$ cat config.mk
export PLATFORM = sky130hd
export DESIGN_NAME = inst_decoder
export DESIGN_NICKNAME = d
export VERILOG_FILES = /design/src/source/ooo_pkg.sv /design/src/source/inst_decoder.sv
export SDC_FILE = /design/constraint.sdc
export NUM_CORES = 1
export LEC_CHECK = 0
export ABC_AREA = 0
export BUFFER_PORTS_ARGS = -buffer_cell sky130_fd_sc_hd__buf_2
export CORE_AREA = 3 3 49 47
export DETAILED_ROUTE_END_ITERATION = 10
export DIE_AREA = 0 0 52 50
export PLACE_DENSITY = 0.93
export SLEW_MARGIN = 30
export SYNTH_ARGS = -nofsm -noshare
export SYNTH_HDL_FRONTEND = slang
export SYNTH_SLANG_ARGS = --single-unit
$ cat constraint.sdc
create_clock -name vclk -period 1.3
set_input_delay 0.065 -clock vclk [all_inputs]
set_output_delay 0.065 -clock vclk [all_outputs]
set_load 0.02 [all_outputs]
$ cat src/source/ooo_pkg.sv
package ooo_pkg;

    typedef logic [31:0] xlen_t;
    typedef logic [4:0]  areg_t;
    typedef logic [5:0]  preg_t;
    typedef logic [2:0]  rob_tag_t;
    typedef logic [3:0]  op_t;

    localparam int NUM_AREGS  = 32;
    localparam int NUM_PREGS  = 64;
    localparam int FREE_DEPTH = NUM_PREGS - NUM_AREGS;
    localparam int ROB_DEPTH  = 8;
    localparam int RS_DEPTH   = 4;
    localparam int MUL_CYCLES = 32;  // one multiplier bit per step

    // RV32 major opcodes
    localparam logic [6:0] OPC_OP     = 7'b0110011;
    localparam logic [6:0] OPC_OP_IMM = 7'b0010011;
    localparam logic [6:0] OPC_LUI    = 7'b0110111;

    localparam op_t OP_ADD  = 4'd0;
    localparam op_t OP_SUB  = 4'd1;
    localparam op_t OP_AND  = 4'd2;
    localparam op_t OP_OR   = 4'd3;
    localparam op_t OP_XOR  = 4'd4;
    localparam op_t OP_SLL  = 4'd5;
    localparam op_t OP_SRL  = 4'd6;
    localparam op_t OP_SRA  = 4'd7;
    localparam op_t OP_SLT  = 4'd8;
    localparam op_t OP_SLTU = 4'd9;
    localparam op_t OP_MUL  = 4'd10;  // only op routed to the multiplier

    typedef enum logic {
        MUL_IDLE,
        MUL_BUSY
    } mul_state_e;

endpackage

$ cat src/source/inst_decoder.sv
`timescale 1ns/100ps
module inst_decoder (
    input  ooo_pkg::xlen_t inst,
    output ooo_pkg::areg_t rs1,
    output ooo_pkg::areg_t rs2,
    output ooo_pkg::areg_t rd,
    output ooo_pkg::op_t   op,
    output logic           use_imm,
    output ooo_pkg::xlen_t imm,
    output logic           rd_we
);
    import ooo_pkg::*;

    logic [2:0] funct3;
    logic [6:0] funct7;
    logic       supported;
    op_t        alu_op;

    assign funct3 = inst[14:12];
    assign funct7 = inst[31:25];
    assign rd     = inst[11:7];
    assign rd_we  = supported && (rd != '0);

    // bit 30 only matters for the shift-right pair here
    always_comb begin
        case (funct3)
            3'b000:  alu_op = OP_ADD;
            3'b001:  alu_op = OP_SLL;
            3'b010:  alu_op = OP_SLT;
            3'b011:  alu_op = OP_SLTU;
            3'b100:  alu_op = OP_XOR;
            3'b101:  alu_op = inst[30] ? OP_SRA : OP_SRL;
            3'b110:  alu_op = OP_OR;
            default: alu_op = OP_AND;
        endcase
    end

    always_comb begin
        rs1       = inst[19:15];
        rs2       = inst[24:20];
        op        = alu_op;
        use_imm   = 1'b0;
        imm       = {{20{inst[31]}}, inst[31:20]};
        supported = 1'b1;
        case (inst[6:0])
            OPC_OP: begin
                if (funct7 == 7'b0000001) begin
                    op        = OP_MUL;
                    supported = (funct3 == 3'b000);  // MULH* not handled
                end else if (funct3 == 3'b000 && inst[30]) begin
                    op = OP_SUB;
                end
            end
            OPC_OP_IMM: begin
                rs2     = '0;  // x0 is always ready
                use_imm = 1'b1;
            end
            OPC_LUI: begin
                rs1     = '0;
                rs2     = '0;
                op      = OP_ADD;
                use_imm = 1'b1;
                imm     = {inst[31:12], 12'b0};
            end
            default: supported = 1'b0;
        endcase
    end

endmodule

# After elaboration in Yosys (flattened, before gate mapping)

Index checks and enable logic that the tools add are counted.

Flip-flop bits (word level): 0
Output and inout port bits: 53
Logic and storage cells: 26

Equality and inequality tests: 10
Multiplexer cells: 11
Reductions and logical operators: 5

Operators with widths:

| operator           | number |
|---|---|
| $mux 31            | 1 |
| $pmux 4 s7         | 1 |
| $eq 7x6->1 const B | 2 |
| $mux 5             | 2 |
| $eq 3x3->1 const B | 3 |
| $mux 4             | 2 |
| $pmux 4 s2         | 1 |
| $eq 7x1->1 const B | 1 |
| $eq 7x5->1 const B | 1 |
| $eq 3x2->1 const B | 2 |
| $reduce_bool 5->1  | 1 |
| $eq 3x1->1 const B | 1 |
| $logic_not 3->1    | 1 |
| $mux 1             | 3 |
| $logic_and 1x1->1  | 2 |
| $pmux 1 s2         | 1 |
| $reduce_or 2->1    | 1 |

# Longest topological paths before layout

Depth after elaboration: 5
Gate-level depth with buffers: 6
Depth with buffers taken out: 4

# Least setup slack after synthesis

OpenSTA, ideal clock, no wires.

Path type: input -> output
Start: input inst[28]
End: output op[1]
Data arrival time: 1329 ps
Setup slack: -94 ps
Stages on the path: 4
Path buffers: 0
Cells stage by stage: or4_4 nor4b_4 nand3_1 a21oi_1

Word-level cells in the longest chain between the ends: 3

Ends and longest elaborated chain:

| what            | RTL line           | RTL |
|---|---|---|
| start, declared | inst_decoder.sv:3  | `input ooo_pkg::xlen_t inst,` |
| $eq 7x1->1      | inst_decoder.sv:47 | `if (funct7 == 7'b0000001) begin` |
| $mux 4          | inst_decoder.sv:47 |  |
| $pmux 4 s2      | inst_decoder.sv:45 | `case (inst[6:0])` |
| end, declared   | inst_decoder.sv:7  | `output ooo_pkg::op_t op,` |

No other way between the ends.

# Final worst setup path

Same ends and word-level chain as after synthesis.

==> metrics.csv <==
stage,metric,value,unit
timing,hold_viol,0,
yosys,netlist_top_cells_area,"nand2_1, nor2b_1, buf_4",
yosys,yosysMostFrequentCell,nand2_1,
yosys,synth.distinct_cells,21,
timing,rsz0062_at_grt,yes,
cells_and_area,synthToLayoutAreaGrowth,215,%
hold_path,hold_path_end,rd[3],
cells_and_area,drive_gt1_frac,0.815,
routing,avgViaCountPerCell,5.24,
routing,avgRoutedWirePerCell,19.2,microns
cells_and_area,clockBufferCount,0,
placement,pre_cts_ws,-0.287,ns
global_routing,grt_max_degree,9,
cts,cts_hold_buf,0,
cells_and_area,multi_input_area,773,sq um
routing,first_iter_violations,19,
floorplan,die_x,52,microns
timing,slew_viol_final,0,
worst_setup_path,critPathCaptureType,output pin,
worst_setup_path,cp.required,1.24,ns
timing,fin_crit_sh,1.22,
placement,globalplace.congestion,0.801,
hold_path,min-delay-start,inst[10],
global_routing,first_global_vias,1016,
timing,setup_tns,-7.17,ns
floorplan,fp.coreArea,1860,sq um
placement,numPortBuffers,85,
cells_and_area,fillers,53,
timing,post-route-min-period,1.59,ns
routing,drt_pre_antenna_iters,4,
timing,max_freq,0.630,GHz
pwr,vdd_drop_max,292,uV
yosys,yosysTopAreaCell,nand2_1,
timing,setup_slack,-0.287,ns
routing,num_vias,1153,
global_routing,grt_pass1_wl,4530,microns
pwr,p_leak,0.925,nW
floorplan,die_y,50,microns
timing,tightestPinTransition,0.451,ns
cells_and_area,seqCellArea,0,sq um
status,violations,negative setup slack,
cells_and_area,seq_cells,0,
yosys,yosysTopAreaCellShare,0.268,
yosys,synth_seq_area_share,0,
cells_and_area,nets,229,
yosys,avgSynthCellArea,5.54,sq um
yosys,synth_cells,101,
floorplan,start_util,0.301,
pwr,power_density,324,nW/um^2
placement,place_hpwl,1890,microns
worst_setup_path,path_max_fanout,3,
yosys,synth.net_count,133,
floorplan,io_pins,85,
global_routing,grt_usage,0.223,
global_routing,antenna_found_initial,0,
hold_path,min_path_type,input port to output pin,
worst_setup_path,crit_arrival,1.52,ns
placement,dpl_cell_area,1050,sq um
yosys,yosys_warnings,0,
routing,drt_wl_total,4210,microns
global_routing,grt_overflow_total,0,
routing,remaining_drc_errors,0,
routing,ant_nets,0,
cells_and_area,antenna_cells,0,
run,maxCapViolCount,0,
status,outcome,"finished, violations left",
yosys,synthTopCellsByCount,"nand2_1, nor2b_1, buf_4",
cells_and_area,final_area,1760,sq um
worst_setup_path,crit_type,input port to output pin,
hold_path,min_delay_path_depth,2,
timing,report.final.setup_viol,47,
floorplan,dieArea,2600,sq um
yosys,synthesis.area,559,sq um
floorplan,rows,15,
timing,slew_headroom,0.696,
worst_setup_path,worstSetupStartpointType,input port,
==> power by group <==
part / switching (mW) / total, mW / internal (mW)
registers: 0 / 0 / 0
logic: 0.303 / 0.570 / 0.267
clock network: 0 / 0 / 0
==> layout make-up <==
cell class	instances	area share
inverters	2	0.00426
well taps	25	0.0178
repair buffers	106	0.539
multi-input cells	87	0.439
==> cells in the final DEF (no fill, tap or decap), drive strengths merged, types with 2 or more instances in the layout <==
| cell type | n |
|---|---|
| nand2b | 3 |
| o21ai | 3 |
| nor2b | 22 |
| or4 | 2 |
| a21oi | 3 |
| inv | 2 |
| nor2 | 4 |
| nand2 | 40 |
| buf | 106 |
==> timing repair <==
item / 4_1_cts / 5_1_grt
buffers inserted: 4 / 5
gates cloned: 5 / 0
pin swaps: 28 / 18
gates resized for setup: 100 / 68
setup endpoints to repair: 38 / 47
==> worst max-delay path by stage <==
stage	start	end	slack, ns	depth (start not counted)
floorplan	inst[3]	rs2[0]	-0.009	3
global placement	inst[28]	op[1]	-0.27	6
detailed placement	inst[28]	op[1]	-0.29	6
CTS	inst[28]	op[3]	-0.26	6
global route	inst[28]	op[1]	-0.32	6
finish	inst[28]	op[1]	-0.29	6
==> critical path, cell delays in order <==
cell     delay, ns
buf_6         0.09
or4_4         0.54
nor4b_4       0.32
nand3_2       0.20
a21oi_4       0.17
buf_6         0.14
==> cell families (layout without fill, tap and decap cells) <==
family / count (synthesis) / count (layout) / share of synthesized area
and+or+nand+nor: 78 / 78 / 0.736
buffers and inverters: 14 / 108 / 0.161
AOI/OAI and AO/OA: 9 / 9 / 0.103
==> metrics by stage <==
stage	std cells	util	hold slack [ns]	power (mW)
2_1_floorplan	101	-	0.203	0.215
3_3_place_gp	209	0.566	0.358	0.372
3_5_place_dp	209	0.566	0.361	0.378
4_1_cts	218	0.805	0.361	0.481
5_1_grt	220	0.948	0.377	0.592
6_report	220	0.948	0.362	0.570
==> metal layers <==
metal	part of all wire	global-route usage
met5	0	0
met4	0.046	0.0306
met3	0.065	0.0151
met2	0.54	0.460
met1	0.35	0.238
No activity file was read; power rests on OpenSTA's default activity.
