==> src/source/ooo_pkg.sv <==
package ooo_pkg;

    typedef logic [31:0] xlen_t;
    typedef logic [4:0]  areg_t;
    typedef logic [5:0]  preg_t;
    typedef logic [2:0]  rob_tag_t;
    typedef logic [3:0]  op_t;

    localparam int NUM_AREGS  = 32;
    localparam int NUM_PREGS  = 64;
    localparam int FREE_DEPTH = NUM_PREGS - NUM_AREGS;
    localparam int ROB_DEPTH  = 8;
    localparam int RS_DEPTH   = 4;
    localparam int MUL_CYCLES = 32;  // one multiplier bit per step

    // RV32 major opcodes
    localparam logic [6:0] OPC_OP     = 7'b0110011;
    localparam logic [6:0] OPC_OP_IMM = 7'b0010011;
    localparam logic [6:0] OPC_LUI    = 7'b0110111;

    localparam op_t OP_ADD  = 4'd0;
    localparam op_t OP_SUB  = 4'd1;
    localparam op_t OP_AND  = 4'd2;
    localparam op_t OP_OR   = 4'd3;
    localparam op_t OP_XOR  = 4'd4;
    localparam op_t OP_SLL  = 4'd5;
    localparam op_t OP_SRL  = 4'd6;
    localparam op_t OP_SRA  = 4'd7;
    localparam op_t OP_SLT  = 4'd8;
    localparam op_t OP_SLTU = 4'd9;
    localparam op_t OP_MUL  = 4'd10;  // only op routed to the multiplier

    typedef enum logic {
        MUL_IDLE,
        MUL_BUSY
    } mul_state_e;

endpackage

==> src/source/phys_reg_file.sv <==
`timescale 1ns/100ps
module phys_reg_file (
    input  logic           clk,
    input  logic           arst_n,
    input  ooo_pkg::preg_t rd_addr1,
    input  ooo_pkg::preg_t rd_addr2,
    output ooo_pkg::xlen_t rd_data1,
    output ooo_pkg::xlen_t rd_data2,
    output logic           rd_valid1,
    output logic           rd_valid2,
    input  logic           alloc_en,
    input  ooo_pkg::preg_t alloc_preg,
    input  logic           cdb_valid,
    input  ooo_pkg::preg_t cdb_preg,
    input  ooo_pkg::xlen_t cdb_value
);
    import ooo_pkg::*;

    xlen_t                regs [NUM_PREGS];
    logic [NUM_PREGS-1:0] valid;

    assign rd_data1  = regs[rd_addr1];
    assign rd_data2  = regs[rd_addr2];
    assign rd_valid1 = valid[rd_addr1];
    assign rd_valid2 = valid[rd_addr2];

    // preg 0 stays valid and zero
    always_ff @(posedge clk or negedge arst_n) begin
        if (!arst_n) begin
            valid <= '1;
            for (int i = 0; i < NUM_PREGS; i++)
                regs[i] <= '0;
        end else begin
            if (cdb_valid && cdb_preg != '0) begin
                regs[cdb_preg]  <= cdb_value;
                valid[cdb_preg] <= 1'b1;
            end
            if (alloc_en && alloc_preg != '0)
                valid[alloc_preg] <= 1'b0;  // pending until broadcast
        end
    end

endmodule

==> config.mk <==
export PLATFORM = sky130hd
export DESIGN_NAME = phys_reg_file
export DESIGN_NICKNAME = d
export VERILOG_FILES = /design/src/source/ooo_pkg.sv /design/src/source/phys_reg_file.sv
export SDC_FILE = /design/constraint.sdc
export NUM_CORES = 2
export LEC_CHECK = 0
export BUFFER_PORTS_ARGS = -buffer_cell sky130_fd_sc_hd__buf_4
export CAP_MARGIN = 15
export CORE_MARGIN = 3
export CORE_UTILIZATION = 60
export CTS_BUF_LIST = sky130_fd_sc_hd__clkbuf_8
export CTS_CLUSTER_SIZE = 20
export DETAILED_ROUTE_END_ITERATION = 6
export PLACE_DENSITY = 0.8
export SLEW_MARGIN = 20
export SYNTH_ARGS = -nofsm -noshare
export SYNTH_HDL_FRONTEND = slang
export SYNTH_SLANG_ARGS = --single-unit
==> constraint.sdc <==
create_clock -name clk -period 2.5 [get_ports clk]
set_input_delay 0.375 -clock clk [delete_from_list [all_inputs] [get_ports clk]]
set_output_delay 0.375 -clock clk [all_outputs]
set_load 0.005 [all_outputs]
# Yosys cells after proc, flatten, opt, wreduce, memory -nomap -nowiden

Index checks and enable logic that the tools add are counted.

Bits of input ports: 60
Output and inout bits: 66
Flip-flop bits (word level): 2112
Logic and storage cells: 107

Reductions and logical operators: 7
Muxes and demuxes: 19
Magnitude comparators: 10
Bitwise logic cells: 6

Operator list:

| kind                                                       | count |
|---|---|
| bitwise mux 2048 bit                                       | 1 |
| binary-select mux 32 bit (select 6 bit)                    | 2 |
| demux 32 bit (select 6 bit)                                | 1 |
| two-way mux 32 bit                                         | 5 |
| two-way mux 64 bit                                         | 2 |
| AND 64 bit                                                 | 1 |
| inverter 64 bit                                            | 1 |
| bitwise OR 64 bit                                          | 1 |
| less-than comparator 6 x 7 -> 1 bit, second input constant | 4 |
| >= comparator 7 bit, second input constant                 | 3 |
| inverter 6 -> 7 bit                                        | 3 |
| binary-select mux 1 bit (select 6 bit)                     | 2 |
| demux 1 bit (select 6 bit)                                 | 2 |
| >= comparator 6 x 1 -> 1 bit, second input constant        | 2 |
| nonzero test 6 bit                                         | 2 |
| less-than comparator 7 x 1 -> 1 bit, second input constant | 1 |
| logical AND 1 bit                                          | 5 |
| two-way mux 1 bit                                          | 4 |

# Logic depth before layout (Yosys ltp)

Depth after elaboration: 8
Gate-level depth with buffers: 10
Depth with buffers taken out: 5

# Worst setup path before layout

No wires, ideal clock.

Path type: in2out
From: input port rd_addr1[0]
To: output port rd_data1[23]
Cell stages on the path: 7
Data required time: 2125 ps
Arrival: 1983 ps
Slack: 142 ps
Buffers on the path: 3
Cell sequence: buf_4 > buf_2 > buf_2 > mux4_2 > a22oi_1 > nand3_1 > a32o_1

Word-level cells in the longest chain between the ends: 4

Ends and longest elaborated chain:

| element                                               | RTL line            | RTL |
|---|---|---|
| from (decl)                                           | phys_reg_file.sv:5  | `input ooo_pkg::preg_t rd_addr1,` |
| inverter 6 -> 7 bit (not written as such)             | phys_reg_file.sv:22 | `assign rd_data1 = regs[rd_addr1];` |
| binary-select mux 32 bit (select 6 bit)               | phys_reg_file.sv:22 |  |
| two-way mux 32 bit (not written as such) (2 in a row) | phys_reg_file.sv:22 |  |
| to (decl)                                             | phys_reg_file.sv:7  | `output ooo_pkg::xlen_t rd_data1,` |

Every way passes these cells. The select of a mux whose other input is x is not followed.

# Worst setup path in the final report

From: register regs[1330] (netlist name)
To: output port rd_data2[18]

Word-level cells in the longest chain between the ends: 3

Ends and longest elaborated chain:

| element                                               | RTL line            | RTL |
|---|---|---|
| from (decl)                                           | phys_reg_file.sv:19 | `xlen_t regs [NUM_PREGS];` |
| from (signal, indexed assignment)                     | phys_reg_file.sv:35 | `regs[cdb_preg] <= cdb_value;` |
| binary-select mux 32 bit (select 6 bit)               | phys_reg_file.sv:23 | `assign rd_data2 = regs[rd_addr2];` |
| two-way mux 32 bit (not written as such) (2 in a row) | phys_reg_file.sv:23 |  |
| to (decl)                                             | phys_reg_file.sv:8  | `output ooo_pkg::xlen_t rd_data2,` |

Every way passes these cells. The select of a mux whose other input is x is not followed.

==> reports/qor.txt <==
Area Growth Syn to Fin: 19.6%
peak supply drop: 0.000555 V
Post-Place Cells: 9920
crit end category: output port
H-tree level count: 5
Worst Tran Pin Value: 1.26 ns
die area: 191000 um2
crit start category: flip-flop
largest net degree at the start of global routing: 157
Seq/Total Area, Yosys: 47.4%
via count: 80300
failing checks: DRC, setup timing
DR WL met3: 54.2 mm
vias in the first global route: 82800
DR iter-0 viols: 11800
Post-Route M1 WL: 134 mm
Worst EP required: 2.12 ns
Reg clk slew, reported paths: 0.07 ns
Post-synth EDFFs: 0
Mapped Cells: 7279
crit path DAT: 3.33 ns
status: finished, violations left
Synth Register Bits: 2112
metal2 WL: 171 mm
clock sink total: 2112
Post-DRT Antenna Nets: 0
minimum clock period: 3.71 ns
critical-path maximum fanout: 3
routability cong.: 0.936
chip width: 438 um
final hold viol count: 0
fin crit share: 148%
Ports: 126
clk buf depth: 4
Core Area: 184000 um2
RSZ-0062 raised after global routing: yes
Max Slew Vio Count: 0
yosys warns: 0
DRC: 1
# nets final: 8020
Final Non-Filler Cells: 10700
Avg Inst Size Synth: 15.3 um2
Die Height: 438 um
worst hold path class: in -> async
FMAX: 270 MHz
setup TNS: -48.13 ns
clk_skew: 0 ns
clk_lat worst skew: 1.05 ns
pre-CTS setup slack: -0.937 ns
clock root buffer master: clkbuf_8
DR vias/cell: 7.51
Slew HR: 15.4%
WL per Instance: 36.9 um
syn_nets: 7339
Yosys cell types: 54
P per Cell Area: 693 nW/um2
layout cells sized above 1: 63.3%
Tot GR Track Use: 40.9%
Port-buffer cells: 125
Cell Area, Synth: 112000 um2
total gr overflow: 0
setup ws final: -1.21 ns
max_cap viols: 0
CTS tree: done
highest routed layer: met5
Setup Crit Path Kind: reg -> out
Static Leak: 59.3 nW
ys async rst share: 100%
CTS Buf Count: 359
Post-synth top flop: dfrtp_1
num rows: 157
DR pass1 iterations: 7
Detailed Place HPWL: 250 mm
setup violators final: 66
final wirelength: 395 mm
global-route wire length before repair: 570 mm
antenna violations before repair: 13
Initial Util: 60.7%
[state kept, by name (all words and copies together) (netlist names)]
name / count
regs: 2048
valid: 64
[what timing repair did]
item,CTS,global route
pin swaps,151,93
endpoints found under the hold margin,3777,0
setup endpoints to repair,66,67
hold buffers,63,0
resized for setup,492,140
buffers inserted,92,33
[synthesized netlist by cell type, types with 27 or more instances]
master | number | share of area [%]
a21oi_1 | 121 | 0.54
a221oi_1 | 90 | 0.71
a22o_1 | 57 | 0.45
a22oi_1 | 54 | 0.36
buf_1 | 81 | 0.27
buf_2 | 242 | 1.1
buf_4 | 101 | 0.68
buf_6 | 27 | 0.27
clkbuf_1 | 380 | 1.3
dfrtp_1 | 2048 | 46
dfstp_2 | 64 | 1.5
mux2_2 | 2034 | 21
mux2i_1 | 150 | 1.3
mux4_2 | 1024 | 21
nand2_1 | 63 | 0.21
nand2b_1 | 28 | 0.16
nand3_1 | 40 | 0.18
nor2_1 | 122 | 0.41
nor2b_1 | 41 | 0.23
nor3_1 | 27 | 0.12
nor4_1 | 28 | 0.16
o221ai_1 | 46 | 0.36
o22a_1 | 61 | 0.48
o22ai_1 | 184 | 1.0
[layout by cell type (no fill, tap or decap), drive strengths merged, types with 37 or more instances in the layout]
cell            n
dfrtp        2048
mux2         2034
buf          1100
mux4         1027
clkbuf        430
o22ai         184
inv           154
mux2i         150
nor2          131
a21oi         121
a221oi         90
dfstp          64
dlygate4sd3    63
nand2          63
o22a           61
a22o           57
a22oi          54
o221ai         46
nor2b          41
nand3          40
clkinv         37
[report_power, final]
group | internal [W] | switching [W]
Sequential | 0.0389 | 0.00362
Clock | 0.0161 | 0.0145
Combinational | 0.0108 | 0.00864
[cell type report]
| type | count | area (um2) |
|---|---|---|
| repair buffers | 1163 | 12200 |
| fillers | 10800 | 50500 |
| inverters | 16 | 60.1 |
| clock inverters | 188 | 941 |
| multi-input cells | 4308 | 58400 |
| diodes | 9 | 22.5 |
| well taps | 2464 | 3080 |
| flip-flops and latches | 2112 | 52900 |
| clock buffers | 430 | 5920 |
[cell families after synthesis]
family / Yosys count / share of synthesized area, %
AOI/OAI and AO/OA: 681 / 4.37
DFF: 2112 / 47.4
buffers and inverters: 859 / 3.81
muxes: 3211 / 42.6
and+or+nand+nor: 416 / 1.88
[worst max-delay path, cell delays in order (launching register included)]
cell,delay [ns]
dfrtp_1,0.38
mux4_2,0.25
o22ai_2,0.09
nor4_4,1.08
o22a_1,0.32
buf_4,0.13
[routing by layer]
metal	global-route usage, %	vias to the layer above
met2	58.6	6804
met4	29.5	8
met3	14.8	1735
met5	0	-
met1	51.7	41800
li1	-	29900
[final timing paths]
check	startpoint	to	slack, ns	cells past startpoint
max in group asynchronous	arst_n	regs[722]$_DFFE_PN0P_	1.10	3
min	arst_n	regs[529]$_DFFE_PN0P_	0.25	3
min reg2reg	valid[0]$_DFF_PN1_	valid[0]$_DFF_PN1_	0.38	0
max reg2reg	valid[16]$_DFF_PN1_	valid[16]$_DFF_PN1_	0.54	4
max	regs[1330]$_DFFE_PN0P_	rd_data2[18]	-1.21	5
min in group clk	alloc_preg[3]	valid[58]$_DFF_PN1_	0.35	4
[stage by stage]
step / total power [W] / hold WS (ns) / area, um2 / util, %
floorplan: 0.0529 / 0.0794 / 112000 / -
global placement: 0.0586 / 0.342 / 122000 / 66.1
detailed placement: 0.0597 / 0.339 / 122000 / 66.1
CTS: 0.0914 / 0.163 / 133000 / 72.0
global route: 0.0954 / 0.217 / 134000 / 72.6
finish: 0.0925 / 0.246 / 134000 / 72.6
Note: power is estimated with default switching activity, not from simulation.
