**config.mk**
```make
export PLATFORM = sky130hd
export DESIGN_NAME = reorder_buffer
export DESIGN_NICKNAME = d
export VERILOG_FILES = /design/src/source/ooo_pkg.sv /design/src/source/reorder_buffer.sv
export SDC_FILE = /design/constraint.sdc
export NUM_CORES = 1
export LEC_CHECK = 0
export BUFFER_PORTS_ARGS = -buffer_cell sky130_fd_sc_hd__buf_2
export CORE_UTILIZATION = 55
export CTS_CLUSTER_DIAMETER = 100
export DETAILED_ROUTE_END_ITERATION = 16
export GPL_ROUTABILITY_DRIVEN = 1
export PLACE_DENSITY_LB_ADDON = 0.12
export SYNTH_ARGS = -nofsm -noshare
export SYNTH_HDL_FRONTEND = slang
export SYNTH_SLANG_ARGS = --single-unit
```
**constraint.sdc**
```tcl
create_clock -name clk -period 2.6 [get_ports clk]
set_clock_uncertainty 0.1 [all_clocks]
set_input_delay 0.39 -clock clk [delete_from_list [all_inputs] [get_ports clk]]
set_output_delay 0.39 -clock clk [all_outputs]
set_load 0.005 [all_outputs]
```
**src/source/ooo_pkg.sv**
```systemverilog
package ooo_pkg;

    typedef logic [31:0] xlen_t;
    typedef logic [4:0]  areg_t;
    typedef logic [5:0]  preg_t;
    typedef logic [2:0]  rob_tag_t;
    typedef logic [3:0]  op_t;

    localparam int NUM_AREGS  = 32;
    localparam int NUM_PREGS  = 64;
    localparam int FREE_DEPTH = NUM_PREGS - NUM_AREGS;
    localparam int ROB_DEPTH  = 8;
    localparam int RS_DEPTH   = 4;
    localparam int MUL_CYCLES = 32;  // one multiplier bit per step

    // RV32 major opcodes
    localparam logic [6:0] OPC_OP     = 7'b0110011;
    localparam logic [6:0] OPC_OP_IMM = 7'b0010011;
    localparam logic [6:0] OPC_LUI    = 7'b0110111;

    localparam op_t OP_ADD  = 4'd0;
    localparam op_t OP_SUB  = 4'd1;
    localparam op_t OP_AND  = 4'd2;
    localparam op_t OP_OR   = 4'd3;
    localparam op_t OP_XOR  = 4'd4;
    localparam op_t OP_SLL  = 4'd5;
    localparam op_t OP_SRL  = 4'd6;
    localparam op_t OP_SRA  = 4'd7;
    localparam op_t OP_SLT  = 4'd8;
    localparam op_t OP_SLTU = 4'd9;
    localparam op_t OP_MUL  = 4'd10;  // only op routed to the multiplier

    typedef enum logic {
        MUL_IDLE,
        MUL_BUSY
    } mul_state_e;

endpackage

```
**src/source/reorder_buffer.sv**
```systemverilog
`timescale 1ns/100ps
module reorder_buffer (
    input  logic              clk,
    input  logic              arst_n,
    input  logic              alloc_en,
    input  ooo_pkg::areg_t    alloc_rd,
    input  logic              alloc_we,
    input  ooo_pkg::preg_t    alloc_old_preg,
    output ooo_pkg::rob_tag_t alloc_tag,
    output logic              rob_full,
    input  logic              cdb_valid,
    input  ooo_pkg::rob_tag_t cdb_tag,
    input  ooo_pkg::xlen_t    cdb_value,
    output logic              commit_valid,
    output logic              commit_we,
    output ooo_pkg::areg_t    commit_rd,
    output ooo_pkg::xlen_t    commit_value,
    output logic              release_en,
    output ooo_pkg::preg_t    release_preg
);
    import ooo_pkg::*;

    logic [ROB_DEPTH-1:0] ent_done, ent_we;
    areg_t                ent_rd    [ROB_DEPTH];
    preg_t                ent_old   [ROB_DEPTH];
    xlen_t                ent_value [ROB_DEPTH];

    rob_tag_t                   head, tail;
    logic [$clog2(ROB_DEPTH):0] count;

    assign alloc_tag    = tail;
    assign rob_full     = (count == ROB_DEPTH);
    assign commit_valid = (count != '0) && ent_done[head];
    assign commit_we    = commit_valid && ent_we[head];
    assign commit_rd    = ent_rd[head];
    assign commit_value = ent_value[head];
    assign release_en   = commit_we;  // previous mapping of rd is dead now
    assign release_preg = ent_old[head];

    always_ff @(posedge clk or negedge arst_n) begin
        if (!arst_n) begin
            head     <= '0;
            tail     <= '0;
            count    <= '0;
            ent_done <= '0;
            ent_we   <= '0;
            for (int i = 0; i < ROB_DEPTH; i++) begin
                ent_rd[i]    <= '0;
                ent_old[i]   <= '0;
                ent_value[i] <= '0;
            end
        end else begin
            if (alloc_en) begin
                ent_done[tail] <= 1'b0;
                ent_we[tail]   <= alloc_we;
                ent_rd[tail]   <= alloc_rd;
                ent_old[tail]  <= alloc_old_preg;
                tail           <= tail + 1'b1;
            end
            if (cdb_valid) begin
                ent_done[cdb_tag]  <= 1'b1;
                ent_value[cdb_tag] <= cdb_value;
            end
            if (commit_valid)
                head <= head + 1'b1;
            if (alloc_en && !commit_valid)
                count <= count + 1'b1;
            else if (commit_valid && !alloc_en)
                count <= count - 1'b1;
        end
    end

endmodule

```
After elaboration in Yosys (flattened, before gate mapping). Cells that the tools add are included.

Bits in registers: 370. Logic and storage cells: 93. Bits in latches: 0. Input port bits: 51. Output and inout port bits: 50. RAM bits: 0. Memories: 0. Bits in read-only memories: 0.

Reductions and logical operators: 12. Equality and inequality tests: 1. Div/mod/pow operators: 0. $lt $le $gt $ge: 10. Add/subtract/negate cells: 4. Shift-type cells: 0. Multiplexer cells: 31. Bitwise gates (word level): 6. Multipliers: 0.

Operators with widths (count): bitwise mux 256 bit (1); binary-select mux 32 bit (select 3 bit) (1); demux 32 bit (select 3 bit) (1); two-way mux 32 bit (3); bitwise mux 48 bit (1); bitwise mux 40 bit (1); binary-select mux 6 bit (select 3 bit) (1); demux 6 bit (select 3 bit) (1); two-way mux 6 bit (3); two-way mux 8 bit (2); binary-select mux 5 bit (select 3 bit) (1); demux 5 bit (select 3 bit) (1); two-way mux 5 bit (3); greater-or-equal comparator 4 bit (second input constant) (3); less-than comparator 3 x 4 -> 1 bit (second input constant) (3); inverter 3 -> 4 bit (3); bitwise AND 8 bit (1); bitwise mux 8 bit (1); logical AND 1 bit (8); less-than comparator 4 x 1 -> 1 bit (second input constant) (2); two-way mux 4 bit (2); inverter 8 bit (1); OR 8 bit (1); adder 3 x 1 -> 3 bit (second input constant) (2); 10 further kinds (17).

Depth between registers and ports, before layout.
Word-level depth: 9. Gate-level depth with buffers: 12. Depth with buffers taken out: 10.

Worst setup path after synthesis. OpenSTA, ideal clock, no wires.

Path type: register -> register. From: register head[0]. To: register count[3]. Arrival time: 2.420 ns. Slack: 0.000 ns. Required time: 2.420 ns. Library setup time: 0.080 ns. Period minus slack after synthesis: 2.600 ns. Buffers on the path: 2. Cell stages (with the launch flop): 13. Path through: dfrtp_1 -> buf_6 -> buf_4 -> mux2i_1 -> a31oi_1 -> nand3_1 -> ha_1 -> inv_1 -> ha_1 -> a21o_1 -> a21oi_1 -> mux2i_1 -> xnor2_1.

Longest elaborated chain between the ends: 6. Elaborated cells between the ends (all ways): 8. Classes of those cells: 3 x mux; 5 x reduce/logical.

Ends and longest elaborated chain: start, declared (RTL line reorder_buffer.sv:28) `rob_tag_t head, tail;`; start signal, assigned (RTL line reorder_buffer.sv:65) `head <= head + 1'b1;`; binary-select mux 1 bit (select 3 bit) (*) (RTL line reorder_buffer.sv:33) `assign commit_valid = (count != '0) && ent_done[head];`; two-way mux 1 bit (not written as such) (*) (RTL line reorder_buffer.sv:33); logical AND 1 bit (*) (RTL line reorder_buffer.sv:33); zero test 1 bit (RTL line reorder_buffer.sv:66) `if (alloc_en && !commit_valid)`; logical AND 1 bit (RTL line reorder_buffer.sv:66); two-way mux 4 bit / nonzero test 2 bit (equally long branches); end signal, assigned (RTL line reorder_buffer.sv:67) `count <= count + 1'b1;`; end signal, assigned (RTL line reorder_buffer.sv:69) `count <= count - 1'b1;`; end, declared (RTL line reorder_buffer.sv:29) `logic [$clog2(ROB_DEPTH):0] count;`.

Every way passes the cells marked *; elsewhere a longest branch is shown, timed or not. The select of a mux whose other input is x is not followed. A chain may end at the register's enable or synchronous reset.

Worst setup path after layout.
From: register head[0]. To: output commit_value[13].

Longest elaborated chain between the ends: 4.

Ends and longest elaborated chain: inverter 3 -> 4 bit (not written as such) (RTL line reorder_buffer.sv:36) `assign commit_value = ent_value[head];`; binary-select mux 32 bit (select 3 bit) (RTL line reorder_buffer.sv:36); two-way mux 32 bit (not written as such) (2 in a row) (RTL line reorder_buffer.sv:36); end, declared (RTL line reorder_buffer.sv:17) `output ooo_pkg::xlen_t commit_value,`.

Every way passes these cells. The select of a mux whose other input is x is not followed.

==> impl_metrics.prom <==
# TYPE chip_impl_metric gauge
chip_impl_metric{name="hold_fails_final_rpt",unit=""} 0
chip_impl_info{name="setup.worst_path.end_class",value="output pin"} 1
chip_impl_metric{name="power.density_cell_area",unit="nW/um2"} 1200
chip_impl_metric{name="post_drt_wl_per_cell",unit="um"} 22.4
chip_impl_metric{name="first_global_vias",unit=""} 9732
chip_impl_metric{name="floorplan.initialDensity",unit=""} 0.565
chip_impl_metric{name="die_area",unit="um2"} 31400
chip_impl_metric{name="routed-via-count",unit=""} 9130
chip_impl_info{name="cts-root-buf",value="sky130_fd_sc_hd__clkbuf_16"} 1
chip_impl_metric{name="layout_nets",unit=""} 1189
chip_impl_metric{name="finalSetupTns",unit="ps"} -6200
chip_impl_metric{name="worst-path-max-fanout",unit=""} 8
chip_impl_metric{name="drt_iter0_markers",unit=""} 460
chip_impl_metric{name="max_slew_margin",unit=""} 0.529
chip_impl_metric{name="worst_slack",unit="ps"} -179
chip_impl_metric{name="htreeDepth",unit=""} 2
chip_impl_metric{name="ir_worst_vdd",unit="V"} 0.000767
chip_impl_metric{name="setup-violations-final",unit=""} 45
chip_impl_metric{name="synthToLayoutAreaGrowth",unit="%"} 16.8
chip_impl_metric{name="netlist_area",unit="um2"} 16900
chip_impl_metric{name="num_rows",unit=""} 63
chip_impl_metric{name="pwr-share-seq",unit=""} 0.361
chip_impl_info{name="cpMaxStageDelayCell",value="sky130_fd_sc_hd__dfrtp_4"} 1
chip_impl_metric{name="share_of_total_power_in_the_clock_network",unit=""} 0.237
chip_impl_metric{name="final_core_utilization",unit=""} 0.660
chip_impl_metric{name="finalCriticalPeriod",unit="ps"} 2780
chip_impl_metric{name="synth-edff-count",unit=""} 0
chip_impl_metric{name="worst_slew_pin_slew",unit="ps"} 706
chip_impl_metric{name="yosys_register_bits",unit=""} 370
chip_impl_metric{name="ys_seq_area_frac",unit=""} 0.549
chip_impl_metric{name="drt-total-wl",unit="um"} 34700
chip_impl_metric{name="netSwitchingPower",unit="uW"} 6680
chip_impl_metric{name="post_synth_inst_count",unit=""} 1002
chip_impl_metric{name="clock_sinks",unit=""} 370
chip_impl_metric{name="cts.clk_slew.worst_paths",unit="ps"} 60
chip_impl_metric{name="post-route-period-util",unit=""} 1.07
chip_impl_metric{name="max_freq",unit="MHz"} 360
chip_impl_metric{name="critical-path-max-stage-delay",unit="ps"} 530
chip_impl_info{name="violations",value="setup timing"} 1
chip_impl_metric{name="mappedNetlistNets",unit=""} 1059
chip_impl_metric{name="detail-route-antenna-nets",unit=""} 0
chip_impl_metric{name="post_synth_num_cell_types",unit=""} 39
chip_impl_metric{name="grt_start_max_net_pins",unit=""} 74
chip_impl_metric{name="maxCapViolations",unit=""} 0
chip_impl_metric{name="numCtsBuffers",unit=""} 40
chip_impl_info{name="rsz0062_at_grt",value="yes"} 1
chip_impl_metric{name="leakage",unit="uW"} 0.00858
chip_impl_metric{name="dp_hpwl",unit="um"} 19600
chip_impl_metric{name="portBuffers",unit=""} 100
chip_impl_info{name="critical_path.cell_chain",value="buf_12, buf_16, mux4_2, mux2_4, buf_6"} 1
chip_impl_metric{name="placeableCoreArea",unit="um2"} 29900
chip_impl_metric{name="ys_async_sr_fraction",unit=""} 1.00
chip_impl_metric{name="pwr-share-comb",unit=""} 0.402
chip_impl_metric{name="clock_path_buffers",unit=""} 3
chip_impl_metric{name="swShare",unit=""} 0.281
chip_impl_metric{name="drt_pre_antenna_iters",unit=""} 4
chip_impl_info{name="worst_setup_path_start_kind",value="flop"} 1
chip_impl_metric{name="clk-insertion-delay-late",unit="ps"} 520
chip_impl_metric{name="finalWeightedCongestion",unit=""} 0.738
chip_impl_metric{name="grt_pass1_wl",unit="um"} 55800
chip_impl_metric{name="drive_above_1_share",unit=""} 0.608
chip_impl_info{name="tritoncts_clock_tree",value="built"} 1
chip_impl_metric{name="die-width",unit="um"} 177
chip_impl_metric{name="crit_arrival",unit="ps"} 2290
chip_impl_info{name="worst-setup-path-type",value="reg -> out"} 1
chip_impl_info{name="yosys_most_used_dff",value="sky130_fd_sc_hd__dfrtp_1"} 1
chip_impl_info{name="run_status",value="finished, violations left"} 1
chip_impl_metric{name="cell_internal_power_dissipation",unit="uW"} 17000
chip_impl_metric{name="maxSlewViolCount",unit=""} 0
chip_impl_metric{name="drc",unit=""} 0
chip_impl_info{name="worstHoldPathType",value="in -> reg"} 1
chip_impl_metric{name="die_height",unit="um"} 177
chip_impl_metric{name="globalRouteOverflowTotal",unit=""} 0
chip_impl_metric{name="grt_antenna_before_repair",unit=""} 0
chip_impl_metric{name="antennaDiodeCount",unit=""} 0
chip_impl_metric{name="synthesis.area_per_instance",unit="um2"} 16.8
chip_impl_metric{name="vias_per_cell",unit=""} 5.89
chip_impl_metric{name="total_grt_usage",unit=""} 0.233
chip_impl_metric{name="crit_required",unit="ps"} 2110
chip_impl_metric{name="io_pins",unit=""} 101
chip_impl_metric{name="synth_warnings",unit=""} 0
cells in the mapped netlist, types with 4 or more instances:
| library cell | instances | area share |
|---|---|---|
| sky130_fd_sc_hd__buf_12 | 5 | 0.0059 |
| sky130_fd_sc_hd__buf_2 | 47 | 0.014 |
| sky130_fd_sc_hd__buf_4 | 7 | 0.0031 |
| sky130_fd_sc_hd__dfrtp_1 | 370 | 0.55 |
| sky130_fd_sc_hd__ha_1 | 5 | 0.0037 |
| sky130_fd_sc_hd__inv_1 | 8 | 0.0018 |
| sky130_fd_sc_hd__mux2_1 | 9 | 0.0060 |
| sky130_fd_sc_hd__mux2_2 | 348 | 0.23 |
| sky130_fd_sc_hd__mux2_4 | 40 | 0.036 |
| sky130_fd_sc_hd__mux2i_1 | 5 | 0.0030 |
| sky130_fd_sc_hd__mux4_2 | 88 | 0.12 |
| sky130_fd_sc_hd__nand2_1 | 14 | 0.0031 |
| sky130_fd_sc_hd__nand4b_1 | 4 | 0.0021 |
| sky130_fd_sc_hd__nor2_1 | 4 | 0.00089 |
| sky130_fd_sc_hd__nor3_2 | 4 | 0.0024 |
| sky130_fd_sc_hd__o21bai_1 | 4 | 0.0018 |
| sky130_fd_sc_hd__xnor2_1 | 6 | 0.0031 |
worst paths after layout:
| path | depth (start not counted) | start | end | slack (ps) |
|---|---|---|---|---|
| worst max-delay path | 5 | head[0]$_DFFE_PN0P_ | commit_value[13] | -180 |
| worst min-delay path | 2 | cdb_value[24] | ent_value[184]$_DFFE_PN0P_ | 90 |
| worst max register to register | 11 | head[0]$_DFFE_PN0P_ | count[3]$_DFFE_PN0P_ | 20 |
| worst min register to register | 2 | ent_done[7]$_DFF_PN0_ | ent_done[7]$_DFF_PN0_ | 380 |
| max in group asynchronous | 3 | arst_n | ent_old[10]$_DFFE_PN0P_ | 1330 |
| min in group asynchronous | 2 | arst_n | ent_value[102]$_DFFE_PN0P_ | 280 |
flip-flops by register name, summed over array words and instances, names as in the netlist:
name and cells:
ent_value 256, ent_old 48, ent_rd 40, ent_done 8, ent_we 8, count 4, alloc_tag 3, head 3
through the flow:
step	instance area [um2]	hold slack (ps)	instances	setup slack, ps	power (uW)
2_1_floorplan	16900	-5.59	1002	10.1	14800
6_report	19700	90.8	1551	-179	23700
3_5_place_dp	17900	251	1468	151	17100
3_3_place_gp	17900	253	1468	193	16900
5_1_grt	19700	99.5	1551	-252	25000
4_1_cts	19500	78.1	1548	-218	23400
worst max-delay path, delay by kind of cell (launching register included):
kind / cells / cell delay, ps
flip-flops: 1 / 530
buffers and inverters: 3 / 410
multiplexers: 2 / 810
layout by cell type (no fill, tap or decap), types with 2 or more instances in the layout:
master and count:
sky130_fd_sc_hd__o21ai_0 3, sky130_fd_sc_hd__nand3_1 3, sky130_fd_sc_hd__nor3_4 2, sky130_fd_sc_hd__o21bai_1 4, sky130_fd_sc_hd__inv_1 8, sky130_fd_sc_hd__mux2_4 41, sky130_fd_sc_hd__dfrtp_4 3, sky130_fd_sc_hd__clkbuf_8 7
sky130_fd_sc_hd__clkbuf_16 44, sky130_fd_sc_hd__ha_1 4, sky130_fd_sc_hd__nand4_1 3, sky130_fd_sc_hd__nand4b_1 4, sky130_fd_sc_hd__buf_6 35, sky130_fd_sc_hd__buf_2 67, sky130_fd_sc_hd__mux2_2 347, sky130_fd_sc_hd__buf_4 27
sky130_fd_sc_hd__nor2b_1 3, sky130_fd_sc_hd__mux4_2 88, sky130_fd_sc_hd__mux2_1 9, sky130_fd_sc_hd__buf_16 2, sky130_fd_sc_hd__dfrtp_1 367, sky130_fd_sc_hd__clkinv_2 13, sky130_fd_sc_hd__nand2_1 14, sky130_fd_sc_hd__buf_12 15
sky130_fd_sc_hd__mux2i_1 5, sky130_fd_sc_hd__nor3b_4 2, sky130_fd_sc_hd__xnor2_1 6, sky130_fd_sc_hd__bufinv_16 3, sky130_fd_sc_hd__clkbuf_1 6, sky130_fd_sc_hd__nor2_1 4, sky130_fd_sc_hd__nor3_2 2, sky130_fd_sc_hd__buf_8 3
power groups by stage:
| stage | Clock, uW | Combinational, uW | Sequential, uW |
|---|---|---|---|
| final | 5610 | 9530 | 8580 |
| after global routing | 5990 | 10200 | 8810 |
| after CTS | 5750 | 9070 | 8570 |
| after detailed placement | 0 | 8430 | 8630 |
| after global placement | 0 | 8290 | 8590 |
| after floorplan | 0 | 6530 | 8250 |
layer usage:
layer / vias up / GRT usage / share of wire
li1: 4015 / - / -
met1: 4932 / 0.343 / 0.47
met2: 136 / 0.366 / 0.48
met3: 47 / 0.0344 / 0.033
met4: 0 / 0.0553 / 0.018
met5: - / 0 / 0
what timing repair did:
action,4_1_cts,5_1_grt
hold buffers,1,0
gates resized for setup,25,26
hold endpoints to repair,48,0
setup endpoints to repair,45,47
gates cloned,2,3
buffers inserted,6,1
cells by family (layout without fill, tap and decap cells):
family                     count (synthesis)  after routing  synth area share
adders and majority gates                  6              6           0.00489
DFF                                      370            370             0.549
and+or+nand+nor                           43             43            0.0166
buffers and inverters                     73            232            0.0265
AOI/OAI and AO/OA                         13             13           0.00527
xor gates and xnor gates                   7              7           0.00363
muxes                                    490            490             0.394
final cells by class:
type,count,area (um2)
clock buffers,54,1140
fillers,2138,10200
multi-input cells,559,7190
inverters,8,30.0
repair buffers,153,1420
well taps,390,488
clock inverters,17,163
flip-flops and latches,370,9270
No activity file was read; power rests on OpenSTA's default activity.
